## config.mk

```make
export PLATFORM = sky130hd
export DESIGN_NAME = zbus_ctrl
export DESIGN_NICKNAME = d
export VERILOG_FILES = /design/src/design/md_bus_pkg.sv /design/src/design/zbus_ctrl.sv
export SDC_FILE = /design/constraint.sdc
export NUM_CORES = 1
export LEC_CHECK = 0
export ABC_AREA = 1
export BUFFER_PORTS_ARGS = -buffer_cell sky130_fd_sc_hd__buf_2
export CORE_ASPECT_RATIO = 0.5
export CORE_MARGIN = 2
export CORE_UTILIZATION = 35
export CTS_CLUSTER_DIAMETER = 40
export CTS_CLUSTER_SIZE = 14
export DETAILED_ROUTE_END_ITERATION = 8
export PLACE_DENSITY = 0.69
export SYNTH_ARGS = -nofsm -noshare
export SYNTH_HDL_FRONTEND = slang
export SYNTH_SLANG_ARGS = --single-unit
```

## constraint.sdc

```tcl
create_clock -name MCLK -period 2.4 [get_ports MCLK]
set_input_delay 0.36 -clock MCLK [delete_from_list [all_inputs] [get_ports MCLK]]
set_output_delay 0.36 -clock MCLK [all_outputs]
set_load 0.1 [all_outputs]
```

## src/design/md_bus_pkg.sv

```systemverilog
// Shared bus widths, request structs and state encodings
// for the 68000 main bus and the Z80 bus controller

package md_bus_pkg;

	// Bus widths
	localparam int MBUS_AW    = 23;
	localparam int MBUS_DW    = 16;
	localparam int ROM_AW     = 24;
	localparam int ZBUS_AW    = 15;
	localparam int ZBUS_DW    = 8;
	localparam int BANK_COUNT = 8;
	localparam int BANK_W     = 5;

	// 68000 master, word address plus lane strobes
	typedef struct packed {
		logic               as;
		logic               rnw;
		logic               uds_n;
		logic               lds_n;
		logic [MBUS_AW-1:0] addr;
		logic [MBUS_DW-1:0] wdata;
	} m68k_req_t;

	// Z80 master, byte address
	typedef struct packed {
		logic        sel;
		logic        wr;
		logic [15:0] addr;
		logic [7:0]  wdata;
	} z80_req_t;

	// 68000 access forwarded into the Z80 bus
	typedef struct packed {
		logic               sel;
		logic               we;
		logic [ZBUS_AW-1:0] addr;
		logic [ZBUS_DW-1:0] wdata;
	} zbus_req_t;

	typedef enum logic [2:0] {
		MBUS_IDLE, MBUS_SELECT, MBUS_RAM_READ, MBUS_ROM_READ,
		MBUS_SRAM_READ, MBUS_ZBUS_WAIT, MBUS_FINISH
	} mbus_state_e;

	typedef enum logic [2:0] {
		RGN_ROM, RGN_SRAM, RGN_WRAM, RGN_ZBUS, RGN_CTRL, RGN_MAPPER, RGN_NONE
	} mbus_region_e;

	typedef enum logic [1:0] {ZBUS_IDLE, ZBUS_ACCESS, ZBUS_FINISH} zbus_state_e;

	typedef enum logic {ZSRC_MBUS, ZSRC_Z80} zbus_src_e;

endpackage

```

## src/design/zbus_ctrl.sv

```systemverilog
// Z80 bus arbiter between the 68000 window and the Z80 port,
// with Z80 RAM decode and 68000-side access gating

module zbus_ctrl import md_bus_pkg::*; #(
	parameter int ZRAM_AW = 13
) (
	input  logic               MCLK,
	input  logic               reset,
	input  zbus_req_t          zbus_req,
	input  logic               z80_busreq_n,
	input  logic               z80_reset_n,
	output logic               mbus_zack,
	output logic [ZBUS_DW-1:0] mbus_zdata,
	input  z80_req_t           z80_req,
	output logic [7:0]         z80_rdata,
	output logic               z80_ack,
	output logic [ZRAM_AW-1:0] zram_addr,
	output logic               zram_we,
	output logic [ZBUS_DW-1:0] zram_wdata,
	input  logic [ZBUS_DW-1:0] zram_q
);

	zbus_state_e        state;
	zbus_src_e          src;
	logic [ZBUS_AW-1:0] zaddr;
	logic               zhit;
	logic               zbus_free;
	logic [ZBUS_DW-1:0] zdata;

	// 68000 owns the window only with the Z80 held off and running
	assign zbus_free = ~z80_busreq_n & z80_reset_n;
	assign zram_addr = zaddr[ZRAM_AW-1:0];
	assign zdata     = zhit ? zram_q : 8'hFF;

	always_ff @(posedge MCLK) begin
		zram_we <= 1'b0;
		if (reset) begin
			state     <= ZBUS_IDLE;
			mbus_zack <= 1'b0;
			z80_ack   <= 1'b0;
		end else begin
			if (!zbus_req.sel) mbus_zack <= 1'b0;
			if (!z80_req.sel) z80_ack <= 1'b0;

			case (state)
				ZBUS_IDLE: begin
					// Main-bus side wins a tie
					if (zbus_req.sel && !mbus_zack) begin
						zaddr      <= zbus_req.addr;
						zram_wdata <= zbus_req.wdata;
						zhit       <= ~zbus_req.addr[14];
						zram_we    <= zbus_req.we & zbus_free & ~zbus_req.addr[14];
						src        <= ZSRC_MBUS;
						state      <= ZBUS_ACCESS;
					end else if (z80_req.sel && !z80_ack) begin
						zaddr      <= z80_req.addr[ZBUS_AW-1:0];
						zram_wdata <= z80_req.wdata;
						zhit       <= (z80_req.addr[15:14] == 2'b00);
						zram_we    <= z80_req.wr & (z80_req.addr[15:14] == 2'b00);
						src        <= ZSRC_Z80;
						state      <= ZBUS_ACCESS;
					end
				end

				ZBUS_ACCESS: state <= ZBUS_FINISH;

				ZBUS_FINISH: begin
					if (src == ZSRC_MBUS) begin
						mbus_zdata <= zbus_free ? zdata : 8'hFF;
						mbus_zack  <= 1'b1;
					end else begin
						z80_rdata <= zdata;
						z80_ack   <= 1'b1;
					end
					state <= ZBUS_IDLE;
				end

				default: state <= ZBUS_IDLE;
			endcase
		end
	end

endmodule

```

Word-level counts from Yosys, hierarchy flattened. Index checks and enable logic that the tools add are counted.

Register bits: 44. Bits in latches: 0. Bits in writable memories: 0. Memory bits (read-only): 0. Output and inout port bits: 40. Logic and storage cells: 52. Memories: 0.

Add/subtract/negate cells: 0. $mul: 0. Divide/modulo/power cells: 0. $lt $le $gt $ge: 0. Equality and inequality tests: 3. Shifts and indexed selects: 0. Multiplexer cells: 19. Bitwise logic cells: 9. Reduce and logical (&&, ||, !) cells: 11.

Operators with widths (count): 2-to-1 mux 13 bit (2); 2-to-1 mux 8 bit (3); 2-to-1 mux 1 bit (11); AND reduction 3 bit (3); NOT 1 bit (5); bitwise AND 1 bit (4); logical NOT 2 bit (2); 2-to-1 mux 2 bit (2); case mux 2 bit (2 select lines) (1); inequality test 3 bit, second input constant (1); equality test 2 x 1 -> 1 bit, second input constant (1); equality test 2 bit, second input constant (1); logical AND 1 bit (2); logical NOT 1 bit (2); nonzero test 2 bit (1); OR reduction 2 bit (1).

Logic depth before layout (Yosys ltp).
Depth in word-level cells: 5. Mapped depth: 6. Gate-level depth less buffers: 6.

Worst setup path after synthesis. OpenSTA, ideal clock, no wires.

Kind: reg2reg. Start: register mbus_zack. End: register src, enable pin. Setup time: 0.411 ns. Arrival time: 2.354 ns. Required time: 1.989 ns. Slack: -0.365 ns. Cell stages (with the launch flop): 5. Buffers on the path: 1. Clock period less this slack: 2.765 ns. Cells stage by stage: dfxtp_1 inv_1 nand2_2 buf_2 a21oi_1.

Word-level cells in the longest chain between the ends: 4.

Ends and longest elaborated chain: start, declared (RTL line zbus_ctrl.sv:12) `output logic mbus_zack,`; start signal, assigned (RTL line zbus_ctrl.sv:39) `mbus_zack <= 1'b0;`; start signal, assigned (RTL line zbus_ctrl.sv:42) `if (!zbus_req.sel) mbus_zack <= 1'b0;`; start signal, assigned (RTL line zbus_ctrl.sv:70) `mbus_zack <= 1'b1;`; logical NOT 1 bit (RTL line zbus_ctrl.sv:48) `if (zbus_req.sel && !mbus_zack) begin`; logical AND 1 bit (RTL line zbus_ctrl.sv:48); nonzero test 2 bit (no source line); AND reduction 3 bit (no source line); end signal, assigned (RTL line zbus_ctrl.sv:53) `src <= ZSRC_MBUS;`; end signal, assigned (RTL line zbus_ctrl.sv:60) `src <= ZSRC_Z80;`; end, declared (RTL line zbus_ctrl.sv:24) `zbus_src_e src;`.

No other way between the ends. A chain may end at the register's enable or synchronous reset.

Worst setup path in the final report.
Start: register state[1]. End: register zaddr[10], enable pin.

Word-level cells in the longest chain between the ends: 2.

Ends and longest elaborated chain: start, declared (RTL line zbus_ctrl.sv:23) `zbus_state_e state;`; start signal, assigned (RTL line zbus_ctrl.sv:38) `state <= ZBUS_IDLE;`; start signal, assigned (RTL line zbus_ctrl.sv:54) `state <= ZBUS_ACCESS;`; start signal, assigned (RTL line zbus_ctrl.sv:61) `state <= ZBUS_ACCESS;`; logical NOT 2 bit (RTL line zbus_ctrl.sv:45) `case (state)`; AND reduction 3 bit (no source line); end signal, assigned (RTL line zbus_ctrl.sv:49) `zaddr <= zbus_req.addr;`; end signal, assigned (RTL line zbus_ctrl.sv:56) `zaddr <= z80_req.addr[ZBUS_AW-1:0];`; end, declared (RTL line zbus_ctrl.sv:25) `logic [ZBUS_AW-1:0] zaddr;`.

No other way between the ends.

==> results.json <==
{
  "cts_made_buffers": 5,
  "synth-seq-area-share": 0.701,
  "final_core_utilization": 0.507,
  "criticalPathCategory": "reg -> reg",
  "layout-area-overhead-vs-synth_pct": 38.5,
  "drive_gt1_frac": 0.412,
  "crit_path_end_kind": "flip-flop",
  "synth_largest_type_area_fraction": 0.646,
  "grt_max_degree": 25,
  "fp.dieArea_mm2": 0.00581,
  "tritoncts": "yes",
  "antenna_cells": 0,
  "synth.yosys.warnings": 0,
  "max_slew.worst_pin.slew_ns": 0.652,
  "setup.reg_to_reg.worst_slack_ns": 0.92,
  "yosys-top-cells-area": "sky130_fd_sc_hd__edfxtp_1 65%, sky130_fd_sc_hd__nand2_1 11%, sky130_fd_sc_hd__nand3_1 9.7%",
  "port-buffer-count": 100,
  "clk_slew_on_worst_s_h_paths_ns": 0.08,
  "io_pins": 103,
  "clock-sinks": 44,
  "pwr-share-clk": 0.295,
  "grt_setup_unrepaired": "false",
  "die_height_um": 54.9,
  "relative_slew_slack": 0.564,
  "netSwitchingPower_w": 0.000547,
  "initial_utilization": 0.366,
  "path_class_of_the_lowest_slack_min_delay_path": "in -> reg",
  "synth-seq-cells": 44,
  "post-layout-total-power_w": 0.00182,
  "grt_overflow": 0,
  "cell_internal_pwr_w": 0.00127,
  "critical_path.startpoint_type": "flip-flop",
  "first_iter_violations": 39,
  "cts_buffer_depth": 2,
  "detailed_place_hpwl_um": 3010,
  "setup-violations-final": 0,
  "path_max_fanout": 9,
  "placedInstanceArea_mm2": 0.00240,
  "timing.final.max_slew_violations": 0,
  "post_synth_inst_count": 172,
  "synthesis.area_per_instance_um2": 10.5,
  "worstSetupStartpoint": "state[1]$_SDFFE_PP0P_",
  "routed_wirelength_um": 3930,
  "fin_setup_tns_ns": 0,
  "core_area_mm2": 0.00495,
  "grt_first_pass_wirelength_um": 5830,
  "globalRouteTotalUtil": 0.134,
  "hold_buffer_count_at_cts": 0,
  "cts_repair_resize_count": 0,
  "run_status": "complete, no violations",
  "die_x_extent_um": 106,
  "final_replace_weighted_congestion": 0.788,
  "yosys.area.top_type": "sky130_fd_sc_hd__edfxtp_1",
  "finalNetCount": 339,
  "fmaxAchievable_ghz": 0.678,
  "h-tree-depth": 2,
  "finalCritPeriodShare": 0.615,
  "finalHoldWorstSlack_ns": 0.259,
  "post-route-drc-count": 0,
  "route.antenna.remaining_nets": 0,
  "setup.worst_path.end": "zaddr[10]$_DFFE_PP_",
  "timing.rr.start": "state[1]$_SDFFE_PP0P_",
  "skew_ns": 0.00415,
  "floorplan.rows": 18,
  "drtPass1Iterations": 4,
  "power.ir.vdd_worst_mv": 0.354,
  "wire_per_inst_um": 11.3,
  "power.switching_fraction": 0.301,
  "initial_antenna_violation_count": 0,
  "cts_setup_buffers": 0,
  "vias": 1519,
  "layout.cells.most_common_list": "100 x sky130_fd_sc_hd__buf_2, 54 x sky130_fd_sc_hd__nand2_1, 39 x sky130_fd_sc_hd__edfxtp_1",
  "via_density": 4.38,
  "synthesized_net_count": 235,
  "power-per-cell-area_mw_per_mm2": 724,
  "mostFrequentLayoutCell": "sky130_fd_sc_hd__buf_2",
  "timing.critical_path.arrival_ns": 1.47,
  "netlist_area_mm2": 0.00181,
  "comb_power_share": 0.213,
  "timing.final.hold_violations": 0,
  "netlist-cell-type-count": 12,
  "critical_path_required_ns": 2.39,
  "p_leak_nw": 1.20,
  "r2r_cells": 4,
  "stdcell_area_mm2": 0.00251,
  "final_period_minus_worst_setup_slack_ns": 1.48,
  "grt_pass1_vias": 1297,
  "maxCapViolCount": 0,
  "clk-insertion-delay-late_ns": 0.28,
  "seq_power_share": 0.491,
  "regToRegEndpoint": "zaddr[10]$_DFFE_PP_",
  "cts-root-buf": "sky130_fd_sc_hd__clkbuf_8"
}
-- through the flow --
stage	cells	setup WS, ns
6_report	347	0.925
5_1_grt	347	0.796
4_1_cts	347	0.910
3_5_place_dp	339	0.735
3_3_place_gp	339	0.770
2_1_floorplan	172	0.0937
-- cell families after synthesis --
group / synth area share
compound gates: 0.0110
buf+inv: 0.0545
flops: 0.701
simple gates: 0.233
-- worst min-delay path by stage --
stage / start / endpoint / slack (ns) / cells after the start
6_report: reset / state[1]$_SDFFE_PP0P_ / 0.26 / 2
5_1_grt: reset / state[1]$_SDFFE_PP0P_ / 0.25 / 2
4_1_cts: reset / state[1]$_SDFFE_PP0P_ / 0.25 / 2
3_5_place_dp: state[0]$_SDFFE_PP0P_ / state[1]$_SDFFE_PP0P_ / 0.44 / 2
3_3_place_gp: state[1]$_SDFFE_PP0P_ / state[1]$_SDFFE_PP0P_ / 0.44 / 1
2_1_floorplan: state[1]$_SDFFE_PP0P_ / state[1]$_SDFFE_PP0P_ / 0.42 / 1
-- metal layers --
metal / global-route usage / vias to the layer above / part of all wire
met4: 0.0526 / 0 / 0.0086
met5: 0 / - / 0
li1: - / 780 / -
met2: 0.257 / 33 / 0.52
met1: 0.150 / 704 / 0.43
met3: 0.0351 / 2 / 0.044
-- worst max-delay path, stage by stage (launching register included) --
cell	delay, ns
sky130_fd_sc_hd__dfxtp_1	0.33
sky130_fd_sc_hd__nor2_1	0.08
sky130_fd_sc_hd__nand2_1	0.09
sky130_fd_sc_hd__a21oi_2	0.40
sky130_fd_sc_hd__buf_4	0.27
-- flip-flops by register name, summed over array words and instances (netlist names), 2 cells and up --
signal,cells
mbus_zdata,8
state,2
z80_rdata,8
zaddr,13
zram_wdata,8
-- final cells by class --
cell class | instances | area (um2)
clock inverters | 2 | 35.0
inverters | 16 | 60.1
clock buffers | 6 | 72.6
repair buffers | 105 | 538
flip-flops and latches | 44 | 1270
multi-input cells | 104 | 447
well taps | 70 | 87.6
fillers | 468 | 2440
-- synth_stat cells --
master / count
sky130_fd_sc_hd__buf_2: 7
sky130_fd_sc_hd__a21oi_1: 2
sky130_fd_sc_hd__nand3_1: 35
sky130_fd_sc_hd__o21ai_0: 2
sky130_fd_sc_hd__nor3_1: 1
sky130_fd_sc_hd__clkbuf_1: 1
sky130_fd_sc_hd__edfxtp_1: 39
sky130_fd_sc_hd__nor2_1: 9
sky130_fd_sc_hd__dfxtp_1: 5
sky130_fd_sc_hd__nand2_2: 1
sky130_fd_sc_hd__inv_1: 16
sky130_fd_sc_hd__nand2_1: 54
-- power by group through the flow --
stage | logic, W | registers, W | clock network, W
after floorplan | 0.0000809 | 0.00112 | 0
after global placement | 0.000386 | 0.000909 | 0
after detailed placement | 0.000391 | 0.000911 | 0
after CTS | 0.000391 | 0.000893 | 0.000552
after global routing | 0.000412 | 0.000897 | 0.000587
final | 0.000388 | 0.000893 | 0.000537
(Power assumes the default switching activity.)
