`src/design/md_bus_pkg.sv`:
```
// Shared bus widths, request structs and state encodings
// for the 68000 main bus and the Z80 bus controller

package md_bus_pkg;

	// Bus widths
	localparam int MBUS_AW    = 23;
	localparam int MBUS_DW    = 16;
	localparam int ROM_AW     = 24;
	localparam int ZBUS_AW    = 15;
	localparam int ZBUS_DW    = 8;
	localparam int BANK_COUNT = 8;
	localparam int BANK_W     = 5;

	// 68000 master, word address plus lane strobes
	typedef struct packed {
		logic               as;
		logic               rnw;
		logic               uds_n;
		logic               lds_n;
		logic [MBUS_AW-1:0] addr;
		logic [MBUS_DW-1:0] wdata;
	} m68k_req_t;

	// Z80 master, byte address
	typedef struct packed {
		logic        sel;
		logic        wr;
		logic [15:0] addr;
		logic [7:0]  wdata;
	} z80_req_t;

	// 68000 access forwarded into the Z80 bus
	typedef struct packed {
		logic               sel;
		logic               we;
		logic [ZBUS_AW-1:0] addr;
		logic [ZBUS_DW-1:0] wdata;
	} zbus_req_t;

	typedef enum logic [2:0] {
		MBUS_IDLE, MBUS_SELECT, MBUS_RAM_READ, MBUS_ROM_READ,
		MBUS_SRAM_READ, MBUS_ZBUS_WAIT, MBUS_FINISH
	} mbus_state_e;

	typedef enum logic [2:0] {
		RGN_ROM, RGN_SRAM, RGN_WRAM, RGN_ZBUS, RGN_CTRL, RGN_MAPPER, RGN_NONE
	} mbus_region_e;

	typedef enum logic [1:0] {ZBUS_IDLE, ZBUS_ACCESS, ZBUS_FINISH} zbus_state_e;

	typedef enum logic {ZSRC_MBUS, ZSRC_Z80} zbus_src_e;

endpackage

```
`src/design/rom_bank_regs.sv`:
```
// ROM mapper bank registers, save-RAM enable and
// translation of the main-bus address into a ROM word address

module rom_bank_regs import md_bus_pkg::*; (
	input  logic               MCLK,
	input  logic               reset,
	input  logic               bank_we,
	input  logic [MBUS_AW-1:0] mbus_addr,
	input  logic [MBUS_DW-1:0] wdata,
	input  logic [ROM_AW-1:0]  rom_size,
	output logic [ROM_AW-1:0]  rom_addr,
	output logic               bank_sram
);

	localparam int IDX_W = $clog2(BANK_COUNT);
	// 512 KB windows, counted in words
	localparam int OFS_W = 18;
	localparam logic [ROM_AW-1:0] ROM_2MB = ROM_AW'(24'h100000);

	logic [BANK_W-1:0] bank_reg [BANK_COUNT];
	logic              bank_rom;
	logic [IDX_W-1:0]  wr_idx;
	logic [IDX_W-1:0]  rd_idx;

	assign wr_idx = mbus_addr[IDX_W-1:0];
	assign rd_idx = mbus_addr[OFS_W +: IDX_W];

	always_ff @(posedge MCLK) begin
		if (reset) begin
			for (int i = 0; i < BANK_COUNT; i++) begin
				bank_reg[i] <= BANK_W'(i);
			end
			bank_rom  <= 1'b0;
			bank_sram <= 1'b0;
		end else if (bank_we) begin
			if (rom_size > ROM_2MB) begin
				if (wr_idx != '0) begin
					bank_reg[wr_idx] <= wdata[BANK_W-1:0];
					bank_rom         <= 1'b1;
				end else begin
					bank_sram <= wdata[0];
				end
			end else begin
				// Small carts only have the SRAM enable
				bank_sram <= wdata[0];
			end
		end
	end

	assign rom_addr = bank_rom ? ROM_AW'({bank_reg[rd_idx], mbus_addr[OFS_W-1:0]})
		: ROM_AW'(mbus_addr);

endmodule

```
`config.mk`:
```
export PLATFORM = sky130hd
export DESIGN_NAME = rom_bank_regs
export DESIGN_NICKNAME = d
export VERILOG_FILES = /design/src/design/md_bus_pkg.sv /design/src/design/rom_bank_regs.sv
export SDC_FILE = /design/constraint.sdc
export NUM_CORES = 1
export LEC_CHECK = 0
export BUFFER_PORTS_ARGS = -buffer_cell sky130_fd_sc_hd__buf_4
export CAP_MARGIN = 10
export CORE_MARGIN = 3
export CORE_UTILIZATION = 53
export CTS_CLUSTER_DIAMETER = 60
export DETAILED_ROUTE_END_ITERATION = 6
export PLACE_DENSITY_LB_ADDON = 0.1
export SLEW_MARGIN = 20
export SYNTH_ARGS = -nofsm -noshare
export SYNTH_HDL_FRONTEND = slang
export SYNTH_SLANG_ARGS = --single-unit
```
`constraint.sdc`:
```
create_clock -name MCLK -period 3.5 [get_ports MCLK]
set_clock_uncertainty 0.1 [all_clocks]
set_input_delay 0.175 -clock MCLK [delete_from_list [all_inputs] [get_ports MCLK]]
set_output_delay 0.175 -clock MCLK [all_outputs]
set_load 0.01 [all_outputs]
```
# Yosys cells after proc, flatten, opt, wreduce, memory -nomap -nowiden
# Memory sizes are Yosys's and may differ from the RTL's.
# Cells that the tools add are included.
[classes] magnitude_cmp=1 n_eq_ne=1 mux=13 n_reduce_logical=4
[op_table] cell="> comparator 24 x 21 -> 1 bit, second input constant" n=1
[op_table] cell="two-way mux 23 bit" n=1
[op_table] cell="two-way mux 1 bit" n=10
[op_table] cell="two-way mux 5 bit" n=1
[op_table] cell="OR reduction 5 bit" n=1
[op_table] cell="two-way mux 3 bit" n=1
[op_table] cell="AND reduction 3 bit" n=1
[op_table] cell="nonzero test 3 bit" n=1
[op_table] cell="!= test 2 bit, second input constant" n=1
[op_table] cell="AND reduction 2 bit" n=1
[word_totals] register_bits=2 ramBits=40 inputBits=66 output_inout_bits=25 elab_cells=22 memories=1
[memory_table] name="bank_reg" depth=8 word_bits=5 rd=1 rd_ports_with_merged_regs=0 write_ports=8 line="rom_bank_regs.sv:20" text="logic [BANK_W-1:0] bank_reg [BANK_COUNT];"

# Logic depth before layout (Yosys ltp)
# Gate-level depths: netlist of the first run.
[depth] ltp_word=8 mapped_depth=5 depth_no_buf=4

# Worst setup path before layout of the first run
# Ideal clock, no wire load.
[synth_timing] path_type="input -> register" start="input port rom_size[13]" end="memory bank_reg[4][0], enable pin" setup_ps=264 t_arrival_ps=1278 t_required_ps=3136 setup_slack_ps=1858 cell_stages=4 n_path_buf=0 path_cell_list="nor4_2 > nand3_2 > o21a_4 > a41o_1"
[synth_lines] element="start, declared" line="rom_bank_regs.sv:10" text="input logic [ROM_AW-1:0] rom_size,"
[synth_lines] element="end, declared" line="rom_bank_regs.sv:20"

# Worst setup path in the final report of the first run
[layout_timing] start="memory bank_reg[2][3]" end="output port rom_addr[21]"
[layout_via] elab_chain_len=2
[layout_rtl] element="memory (8 x 5 bit)"
[layout_rtl] element="two-way mux 23 bit" line="rom_bank_regs.sv:50" text="assign rom_addr = bank_rom ? ROM_AW'({bank_reg[rd_idx], mbus_addr[OFS_W-1:0]})"
[layout_rtl] element="end, declared" line="rom_bank_regs.sv:11" text="output logic [ROM_AW-1:0] rom_addr,"
# Every way passes these cells.

==> results of run 1 <==
[kinds of logic (layout without fill, tap and decap cells)]
family / count (synthesis) / in the layout / share of synthesized area (%)
buf+inv: 29 / 57 / 7.88
mux: 13 / 13 / 10.7
simple gates: 72 / 72 / 20.1
compound gates: 23 / 23 / 9.03
other cells: 1 / 6 / 0.157
flops: 42 / 42 / 52.1
[final cells by class]
class	instances	area [um2]
Multi-Input combinational cell	114	972
Tap cell	50	62.6
Clock inverter	2	8.76
Fill cell	317	1450
Sequential cell	42	1240
Clock buffer	6	72.6
Inverter	1	3.75
Timing Repair Buffer	48	360
[where the power goes]
group,switching (mW),internal [mW]
Combinational,0.0857,0.0829
Clock,0.160,0.137
Sequential,0.0105,0.583
[how the worst min path moves through the flow]
stage	startpoint	end	slack (ns)	depth (start not counted)
floorplan	wdata[0]	bank_sram$_SDFFE_PP0P_	0.23	2
global placement	mbus_addr[13]	rom_addr[13]	0.25	0
detailed placement	mbus_addr[13]	rom_addr[13]	0.25	0
CTS	wdata[1]	bank_reg[2][1]$_SDFFCE_PN1P_	0.08	2
global route	wdata[1]	bank_reg[6][1]$_SDFFCE_PN1P_	0.09	2
finish	wdata[1]	bank_reg[2][1]$_SDFFCE_PN1P_	0.08	2
[worst max-delay path, stage by stage (launching register included)]
cell      delay (ns)
edfxtp_1        0.37
mux4_2          0.48
mux2i_1         0.20
a21oi_1         0.10
buf_4           0.15
[layout by cell type (no fill, tap or decap), drive strengths merged, types with 2 or more instances in the layout]
cell type | synthesis | routed
nand2b | 8 | 8
or3b | 4 | 4
clkinv | 0 | 2
nand3 | 2 | 2
conb | 1 | 6
mux2i | 3 | 3
nor2b | 2 | 2
and2b | 3 | 3
mux4 | 10 | 10
buf | 23 | 48
or3 | 4 | 4
nor2 | 22 | 22
a31o | 2 | 2
nor4 | 8 | 8
dfxtp | 2 | 2
a21oi | 2 | 2
edfxtp | 40 | 40
nor3b | 2 | 2
nor3 | 3 | 3
clkbuf | 5 | 6
o21ai | 9 | 9
a41o | 4 | 4
nand2 | 7 | 7
nand4 | 4 | 4
o2111ai | 2 | 2
[metal layers]
layer / track usage, % / wire (um) / vias up
met5: 0 / 0 / -
met3: 4.82 / 398 / 18
li1: - / - / 728
met1: 26.8 / 2080 / 769
met2: 36.1 / 2670 / 79
met4: 7.99 / 123 / 0
==> reports/qor.yml, run 1 <==
drv_cap: 0
syn_to_final_growth_pct: 14.2
ys_types: 41
setup_violations: 0
cts_made_buffers: 5
die_w_um: 73.0
htree_levels: 2
clk_pin_slew_ns: 0.08
worst_pin_slew_ns: 0.630
period_share_pct: 53.6
grt_max_degree: 26
postCtsSetupRepairBufs: 0
overflow: 0
cts.sinks: 42
place_ws_ns: 1.42
total_power_mw: 1.06
required_ns: 3.22
ioPinCount: 91
cts_resized: 0
port_buffers: 48
antenna_found_initial: 0
critPathKind: "reg -> out"
drt_wl_total_mm: 5.27
ff2ff_path_depth: 2
synthesis.area_mm2: 0.00238
fin_cells: 263
worst_hold_slack_ns: 0.0806
start_kind: "register"
grt_pass1_vias: 1655
p_leak_nw: 0.966
drt_iter0_markers: 178
synth_area_leader_cell: "edfxtp_1"
syn_inst: 180
cts_hold_buf: 0
root_buffer: "clkbuf_8"
r2r_slack_ns: 2.53
synth_top_area_share_pct: 50.4
core_mm2: 0.00417
max_slew_margin_pct: 57.9
synth_most_common_cell: "edfxtp_1"
ant_nets: 0
clock.fmax_ghz: 0.533
critPathMaxFanout: 1
ys_seq_area_share_pct: 52.1
drv_slew: 0
viasPerCell: 6.06
dpl_cell_area_mm2: 0.00264
outcome: "finished, final reports clean"
gp_congestion: 0.833
clk_latency_ns: 0.29
die_y_um: 73.0
tns_ns: 0
drive_gt1_share_pct: 38.5
stdcell_area_mm2: 0.00272
fin_nets: 278
grt_pass1_wl_mm: 8.18
post-route-util_pct: 65.2
row_count: 23
die-area_mm2: 0.00534
post-dp-hpwl_mm: 3.83
reg2reg_to: "bank_rom$_SDFFE_PP0P_"
ys_warn_count: 0
hold_viol_final: 0
first_pass_iters: 5
clock_path_buffers: 2
synth_edf_count: 40
ys.flop_type: "edfxtp_1"
setup.worst_path.end: "rom_addr[21]"
timing.rr.start: "bank_rom$_SDFFE_PP0P_"
synth_commonest_cells: "edfxtp_1 (40), nor2_1 (21), buf_4 (20)"
ir_worst_vdd_mv: 0.190
syn_avg_cell_area_um2: 13.2
ys_ff_latch: 42
power_density_mw_per_mm2: 389
fin_ws_ns: 1.62
grt_setup_unrepaired: "false"
wl_per_cell_um: 20.0
diodes: 0
placed_cells: 255
via_count: 1594
yosys-top-cells-area: "edfxtp_1 (50%), mux4_2 (9.5%), buf_4 (6.3%)"
grt_usage_pct: 21.4
synth-async-reset-ratio_pct: 0
hp-class: "in -> reg"
arrival_ns: 1.60
drc: 0
largest_reg_flops: 40
fin_crit_ns: 1.88
cts_tree: "done"
critPathCaptureType: "output pin"
start_util_pct: 57.1
cp-startpoint: "bank_reg[2][3]$_SDFFCE_PN0P_"
Note: power is estimated with default switching activity, not from simulation.
==> inputs of run 2 (changes only) <==
--- a/config.mk
+++ b/config.mk
@@ -5,10 +5,11 @@
 export SDC_FILE = /design/constraint.sdc
 export NUM_CORES = 1
 export LEC_CHECK = 0
+export ABC_AREA = 1
 export BUFFER_PORTS_ARGS = -buffer_cell sky130_fd_sc_hd__buf_4
 export CAP_MARGIN = 10
 export CORE_MARGIN = 3
-export CORE_UTILIZATION = 53
+export CORE_UTILIZATION = 44
 export CTS_CLUSTER_DIAMETER = 60
 export DETAILED_ROUTE_END_ITERATION = 6
 export PLACE_DENSITY_LB_ADDON = 0.1
==> constraint.sdc (replaced) <==
create_clock -name MCLK -period 1.7 [get_ports MCLK]
set_clock_uncertainty 0.1 [all_clocks]
set_input_delay 0.085 -clock MCLK [delete_from_list [all_inputs] [get_ports MCLK]]
set_output_delay 0.085 -clock MCLK [all_outputs]
set_load 0.01 [all_outputs]
==> run 2 against run 1 <==
Against the previous run: total power rose by 120%; via count rose by 12%; first-iteration DRC count fell by 12%; synthesized cell count rose by 41%; critical path type is now in -> reg; clock power rose to 2.5 times the previous value; critical path depth rose by 2; sequential share of layout area fell by 1.1 points; highest routed layer unchanged; setup slack got worse by 1.5 ns; non-clock buffer count rose by 8.
==> reports/qor.yml, run 2 <==
outcome: "finished, final reports clean"
yosys-top-cells-area: "edfxtp_1 (52%), nor2_1 (8.9%), nand2_1 (7.8%)"
syn_inst: 253  # +41%
overflow: 0  # unchanged
wl_per_cell_um: 13.5  # -33%
via_count: 1778  # +12%
seqCellArea_mm2: 0.00124  # unchanged
synth_commonest_cells: "nor2_1 (55), nand2_1 (48), edfxtp_1 (40)"
drc: 0  # unchanged
diodes: 0  # unchanged
synth_mux_area_share_pct: 0  # -11 points
period_share_pct: 91.5
cp_slowest_cell: "dlygate4sd3_1"
synth-async-reset-ratio_pct: 0  # unchanged
hold_viol_final: 0  # unchanged
grt_pass1_vias: 1653  # -0.12%
die-area_mm2: 0.00616  # +16%
drv_slew: 0  # unchanged
power_density_mw_per_mm2: 830  # +110%
clock.fmax_ghz: 0.643
path_buf_inv: 3  # +2
cp_top_family: "buffers and inverters"
cts_made_buffers: 5  # unchanged
critPathKind: "in -> reg"
arrival_ns: 1.43  # -0.17 ns
postCtsSetupRepairBufs: 0  # unchanged
post-route-util_pct: 56.7  # -8.5 points
largest_reg_flops: 40  # unchanged
fin_crit_ns: 1.55
syn_avg_cell_area_um2: 9.14  # -31%
drt_wl_total_mm: 4.89  # -7.1%
post-dp-hpwl_mm: 3.89  # +1.8%
core_mm2: 0.00491  # +18%
grt_setup_unrepaired: "false"
cts_tree: "done"
syn_to_final_growth_pct: 20.4
ioPinCount: 91  # unchanged
port_buffers: 48  # unchanged
drv_cap: 0  # unchanged
synth-adder-area-share_pct: 0  # unchanged
die_y_um: 78.5  # +7.5%
start_util_pct: 47.1  # -10 points
die_w_um: 78.5  # +7.5%
ant_nets: 0  # unchanged
cts.sinks: 42  # unchanged
row_count: 25  # +8.7%
fillers: 466  # +47%
p_leak_nw: 1.16  # +20%
drt_iter0_markers: 157  # -12%
synth_most_common_cell: "nor2_1"
viasPerCell: 4.90  # -19%
grt_pass1_wl_mm: 7.82  # -4.4%
clk_pin_slew_ns: 0.08  # about the same
critPathMaxFanout: 11  # +10
ys_ff_latch: 42  # unchanged
tns_ns: 0  # unchanged
clk_latency_ns: 0.28  # about the same
synth_compound_area_share_pct: 5.95  # -3.1 points
drive_gt1_share_pct: 29.4  # -9.1 points
synth_edf_count: 40  # unchanged
synth_top_area_share_pct: 51.9  # +1.5 points
clock_path_buffers: 2  # unchanged
gp_congestion: 0.820  # -1.5%
synth_top_family_by_area: "simple AND/OR/NAND/NOR gates"
grt_max_degree: 20  # -23%
fin_ws_ns: 0.145  # -1.48 ns
ys.flop_type: "edfxtp_1"
required_ns: 1.58  # -1.64 ns
yosys.area_share.simple_pct: 28.1  # +8.0 points
multiInputGateArea_um2: 830  # -15%
first_pass_iters: 4  # -1
fin_nets: 361  # +30%
place_ws_ns: 0.0945  # -1.32 ns
critPathMaxStageDelay_ns: 0.53  # +0.05 ns
path_cells: "dlygate4sd3_1 > buf_4 > nor2_2 > buf_12 > nand3_4 > nand2_1"
mostFrequentLayoutCells: "nor2_1 (53), buf_4 (53), nand2_1 (42)"
synth_area_leader_cell: "edfxtp_1"
critPathCaptureType: "register"
synth-xor-area-share_pct: 0  # unchanged
ys_warn_count: 0  # unchanged
ys_seq_area_share_pct: 53.7  # +1.5 points
antenna_found_initial: 0  # unchanged
setup_violations: 0  # unchanged
hp-class: "in -> out"
root_buffer: "clkbuf_8"
htree_levels: 2  # unchanged
ys_types: 26  # -37%
ir_worst_vdd_mv: 0.380  # +100%
grt_usage_pct: 16.5  # -4.9 points
start_kind: "input pin"
synthesis.area_mm2: 0.00231  # -2.9%
[run 2: cell count changes after synthesis, sizes merged, moves of 5 or more]
cell | previous run | this run
nor2 | 22 | 56
nand3 | 2 | 21
nor4 | 8 | 0
nand2 | 7 | 50
inv | 1 | 22
o21ai | 9 | 14
nand2b | 8 | 0
mux4 | 10 | 0
[run 2: cell type report]
| class | count | area share, % |
|---|---|---|
| clock buffer | 7 | 2.74 |
| clock inverter | 1 | 1.08 |
| inverter | 23 | 3.14 |
| multi-input combinational | 167 | 29.8 |
| sequential | 42 | 44.5 |
| tap | 67 | 3.01 |
| timing repair buffer | 56 | 15.7 |
[run 2: final timing paths]
path                                        startpoint                      endpoint  slack (ns)  depth (start not counted)
worst max-delay path                             reset  bank_reg[1][1]$_SDFFCE_PN0P_        0.15                          6
worst min-delay path                     mbus_addr[10]                  rom_addr[10]        0.07                          0
worst max register to register   bank_rom$_SDFFE_PP0P_         bank_rom$_SDFFE_PP0P_        0.87                          2
worst min register to register  bank_sram$_SDFFE_PP0P_        bank_sram$_SDFFE_PP0P_        0.40                          2
[run 2: logic make-up (layout without fill, tap and decap cells)]
kind of cell | count (synthesis) | count (layout)
buffers and inverters | 49 | 87
flip-flops | 42 | 42
other | 1 | 6
AO/OA/AOI/OAI | 24 | 24
AND/OR/NAND/NOR | 137 | 137
[run 2: metal layers]
metal,vias to the layer above,GRT usage [%],share of wire (%)
met5,-,0,0
met3,5,3.44,7.0
met1,807,22.1,44
li1,898,-,-
met2,68,27.1,48
met4,0,4.72,0.84
[run 2: what timing repair did]
| item | in CTS | in global routing |
|---|---|---|
| hold buffers | 2 | 0 |
| setup endpoints to repair | 0 | 33 |
| resized for setup | 0 | 8 |
| endpoints found under the hold margin | 7 | 0 |
[run 2: per-stage QoR]
stage / cell area [um2] / power (mW) / hold WS, ns / instances
floorplan: 2330 / 1.46 / 0.0854 / 258
global placement: 2640 / 1.57 / 0.0701 / 353
detailed placement: 2640 / 1.58 / 0.0701 / 353
CTS: 2770 / 2.33 / 0.0701 / 363
global route: 2790 / 2.41 / 0.0700 / 363
finish: 2790 / 2.31 / 0.0700 / 363
[run 2: where the power goes]
part | switching [mW] | internal, mW | total [mW]
Sequential | 0.0225 | 1.20 | 1.22
Clock | 0.317 | 0.439 | 0.756
Combinational | 0.188 | 0.149 | 0.337
==> inputs of run 3 (changes only) <==
--- a/config.mk
+++ b/config.mk
@@ -9,7 +9,7 @@
 export BUFFER_PORTS_ARGS = -buffer_cell sky130_fd_sc_hd__buf_4
 export CAP_MARGIN = 10
 export CORE_MARGIN = 3
-export CORE_UTILIZATION = 44
+export CORE_UTILIZATION = 25
 export CTS_CLUSTER_DIAMETER = 60
 export DETAILED_ROUTE_END_ITERATION = 6
 export PLACE_DENSITY_LB_ADDON = 0.1
==> run 3 against run 2 <==
Against the previous run: total power up 8.0%; worst hold slack barely moved; setup slack got worse by 0.046 ns; maximum frequency down 2.9%; combinational power increased by 2%; non-clock buffer count increased by 3; sequential power about the same; sequential share of layout area decreased by 1.3 points; critical path depth up 1; design area rose by 3.1%; largest cell class unchanged.
==> reports/qor.yml, run 3 (synthesized netlist as in run 2, its figures left out) <==
outcome: "finished, final reports clean"
critPathMaxFanout: 5  # -6
tns_ns: 0  # unchanged
grt_pass1_vias: 1772  # +7.2%
grt_max_degree: 20  # unchanged
mostFrequentLayoutCells: "buf_4 (57), nor2_1 (54), nand2_1 (48)"
clk_pin_slew_ns: 0.08  # about the same
path_buf_inv: 4  # +1
antenna_found_initial: 0  # unchanged
first_pass_iters: 5  # +1
cts.sinks: 42  # unchanged
drv_cap: 0  # unchanged
ioPinCount: 91  # unchanged
clock_path_buffers: 2  # unchanged
place_ws_ns: 0.0850  # -0.00951 ns
clock.fmax_ghz: 0.625  # -2.9%
cp_top_family: "buffers and inverters"
diodes: 0  # unchanged
row_count: 34  # +36%
gp_congestion: 0.709  # -14%
wl_per_cell_um: 13.7  # +1.6%
root_buffer: "clkbuf_8"
placed_cells: 398  # +13%
syn_to_final_growth_pct: 24.2
critPathKind: "in -> reg"
critPathCaptureType: "register"
fin_nets: 364  # +0.83%
core_mm2: 0.00885  # +80%
total_power_mw: 2.50  # +8.0%
fin_cells: 407  # +12%
fin_crit_ns: 1.60  # +0.0458 ns
fillers: 962  # +110%
setup_violations: 0  # unchanged
grt_pass1_wl_mm: 9.05  # +16%
die-area_mm2: 0.0104  # +69%
cp_slowest_cell: "dlygate4sd3_1"
largest_reg_flops: 40  # unchanged
via_count: 1749  # -1.6%
period_share_pct: 94.2  # +2.7 points
hp-class: "in -> out"
grt_setup_unrepaired: "false"
final_common_cell: "buf_4"
ir_worst_vdd_mv: 0.278  # -27%
p_leak_nw: 1.19  # +2.7%
clk_latency_ns: 0.29  # about the same
postCtsSetupRepairBufs: 0  # unchanged
start_kind: "input pin"
overflow: 0  # unchanged
cts_made_buffers: 5  # unchanged
post-dp-hpwl_mm: 4.38  # +13%
path_cells: "dlygate4sd3_1 > buf_4 > inv_1 > nor2_1 > buf_4 > nand3_4 > nand2_1"
crit_top_cell: "buf_4"
required_ns: 1.58  # about the same
power_density_mw_per_mm2: 870  # +4.7%
cts_tree: "done"
viasPerCell: 4.30  # -12%
drt_iter0_markers: 42  # -73%
drv_slew: 0  # unchanged
ant_nets: 0  # unchanged
fin_ws_ns: 0.0994  # -0.0458 ns
drive_gt1_share_pct: 28.8  # -0.63 points
drt_wl_total_mm: 5.58  # +14%
seqCellArea_mm2: 0.00124  # +0.10%
port_buffers: 48  # unchanged
drc: 0  # unchanged
htree_levels: 2  # unchanged
arrival_ns: 1.48  # +0.05 ns
hold_viol_final: 0  # unchanged
multiInputGateArea_um2: 817  # -1.5%
start_util_pct: 26.1  # -21 points
die_w_um: 102  # +30%
critPathMaxStageDelay_ns: 0.53  # about the same
grt_usage_pct: 11.3  # -5.2 points
die_y_um: 102  # +30%
-- run 3: changes by cell type in the layout (fill, tap and decap cells not counted) --
| cell | change |
|---|---|
| nand2_2 | -6 |
| nor2_2 | -2 |
| nand2_1 | +6 |
| clkbuf_1 | -2 |
| clkinv_1 | +1 |
| buf_4 | +4 |
| nor2_4 | +1 |
| dfxtp_1 | -1 |
| dlygate4sd3_1 | -1 |
| dfxtp_2 | +1 |
| bufinv_16 | +1 |
| nor2_1 | +1 |
-- run 3: final timing paths --
path	slack, ns	end	startpoint	depth (start not counted)
max	0.1	bank_reg[7][0]$_SDFFCE_PN1P_	bank_we	7
min	0.07	rom_addr[10]	mbus_addr[10]	0
max reg2reg	0.88	bank_rom$_SDFFE_PP0P_	bank_rom$_SDFFE_PP0P_	2
min reg2reg	0.43	bank_sram$_SDFFE_PP0P_	bank_sram$_SDFFE_PP0P_	2
-- run 3: cell type report --
| type | count | area share [%] |
|---|---|---|
| flip-flops and latches | 42 | 43.2 |
| repair buffers | 59 | 15.9 |
| clock inverters | 3 | 2.22 |
| inverters | 23 | 3.05 |
| well taps | 108 | 4.70 |
| multi-input cells | 167 | 28.4 |
| clock buffers | 5 | 2.40 |
-- run 3: repair_timing --
action | in CTS | in global routing
cloned | 0 | 0
endpoints found under the setup margin | 2 | 2
endpoints found under the hold margin | 1 | 0
hold buffers | 1 | 0
resized for setup | 1 | 2
-- run 3: metal layers --
metal / vias to the layer above / global-route usage [%] / share of wire (%)
li1: 907 / - / -
met1: 759 / 16.3 / 50
met2: 66 / 17.0 / 42
met3: 17 / 1.84 / 5.7
met4: 0 / 3.94 / 1.9
met5: - / 0 / 0
-- run 3: worst reg2reg max path: stages, from the launching register on --
cell and delay, ns:
dfxtp_2 0.35, inv_1 0.15, o21ai_0 0.11
-- run 3: stage by stage --
step / utilization, % / instance area [um2] / hold WS [ns]
detailed placement: 30.8 / 2720 / 0.0701
floorplan: - / 2330 / 0.0854
global placement: 30.8 / 2720 / 0.0701
CTS: 32.4 / 2870 / 0.0701
global route: 32.5 / 2870 / 0.0700
finish: 32.5 / 2870 / 0.0700
-- run 3: report_power, final --
part | leakage (nW) | internal (mW) | switching [mW]
Combinational | 0.716 | 0.151 | 0.194
Sequential | 0.406 | 1.20 | 0.0245
Clock | 0.0658 | 0.581 | 0.349
Total | 1.19 | 1.93 | 0.568
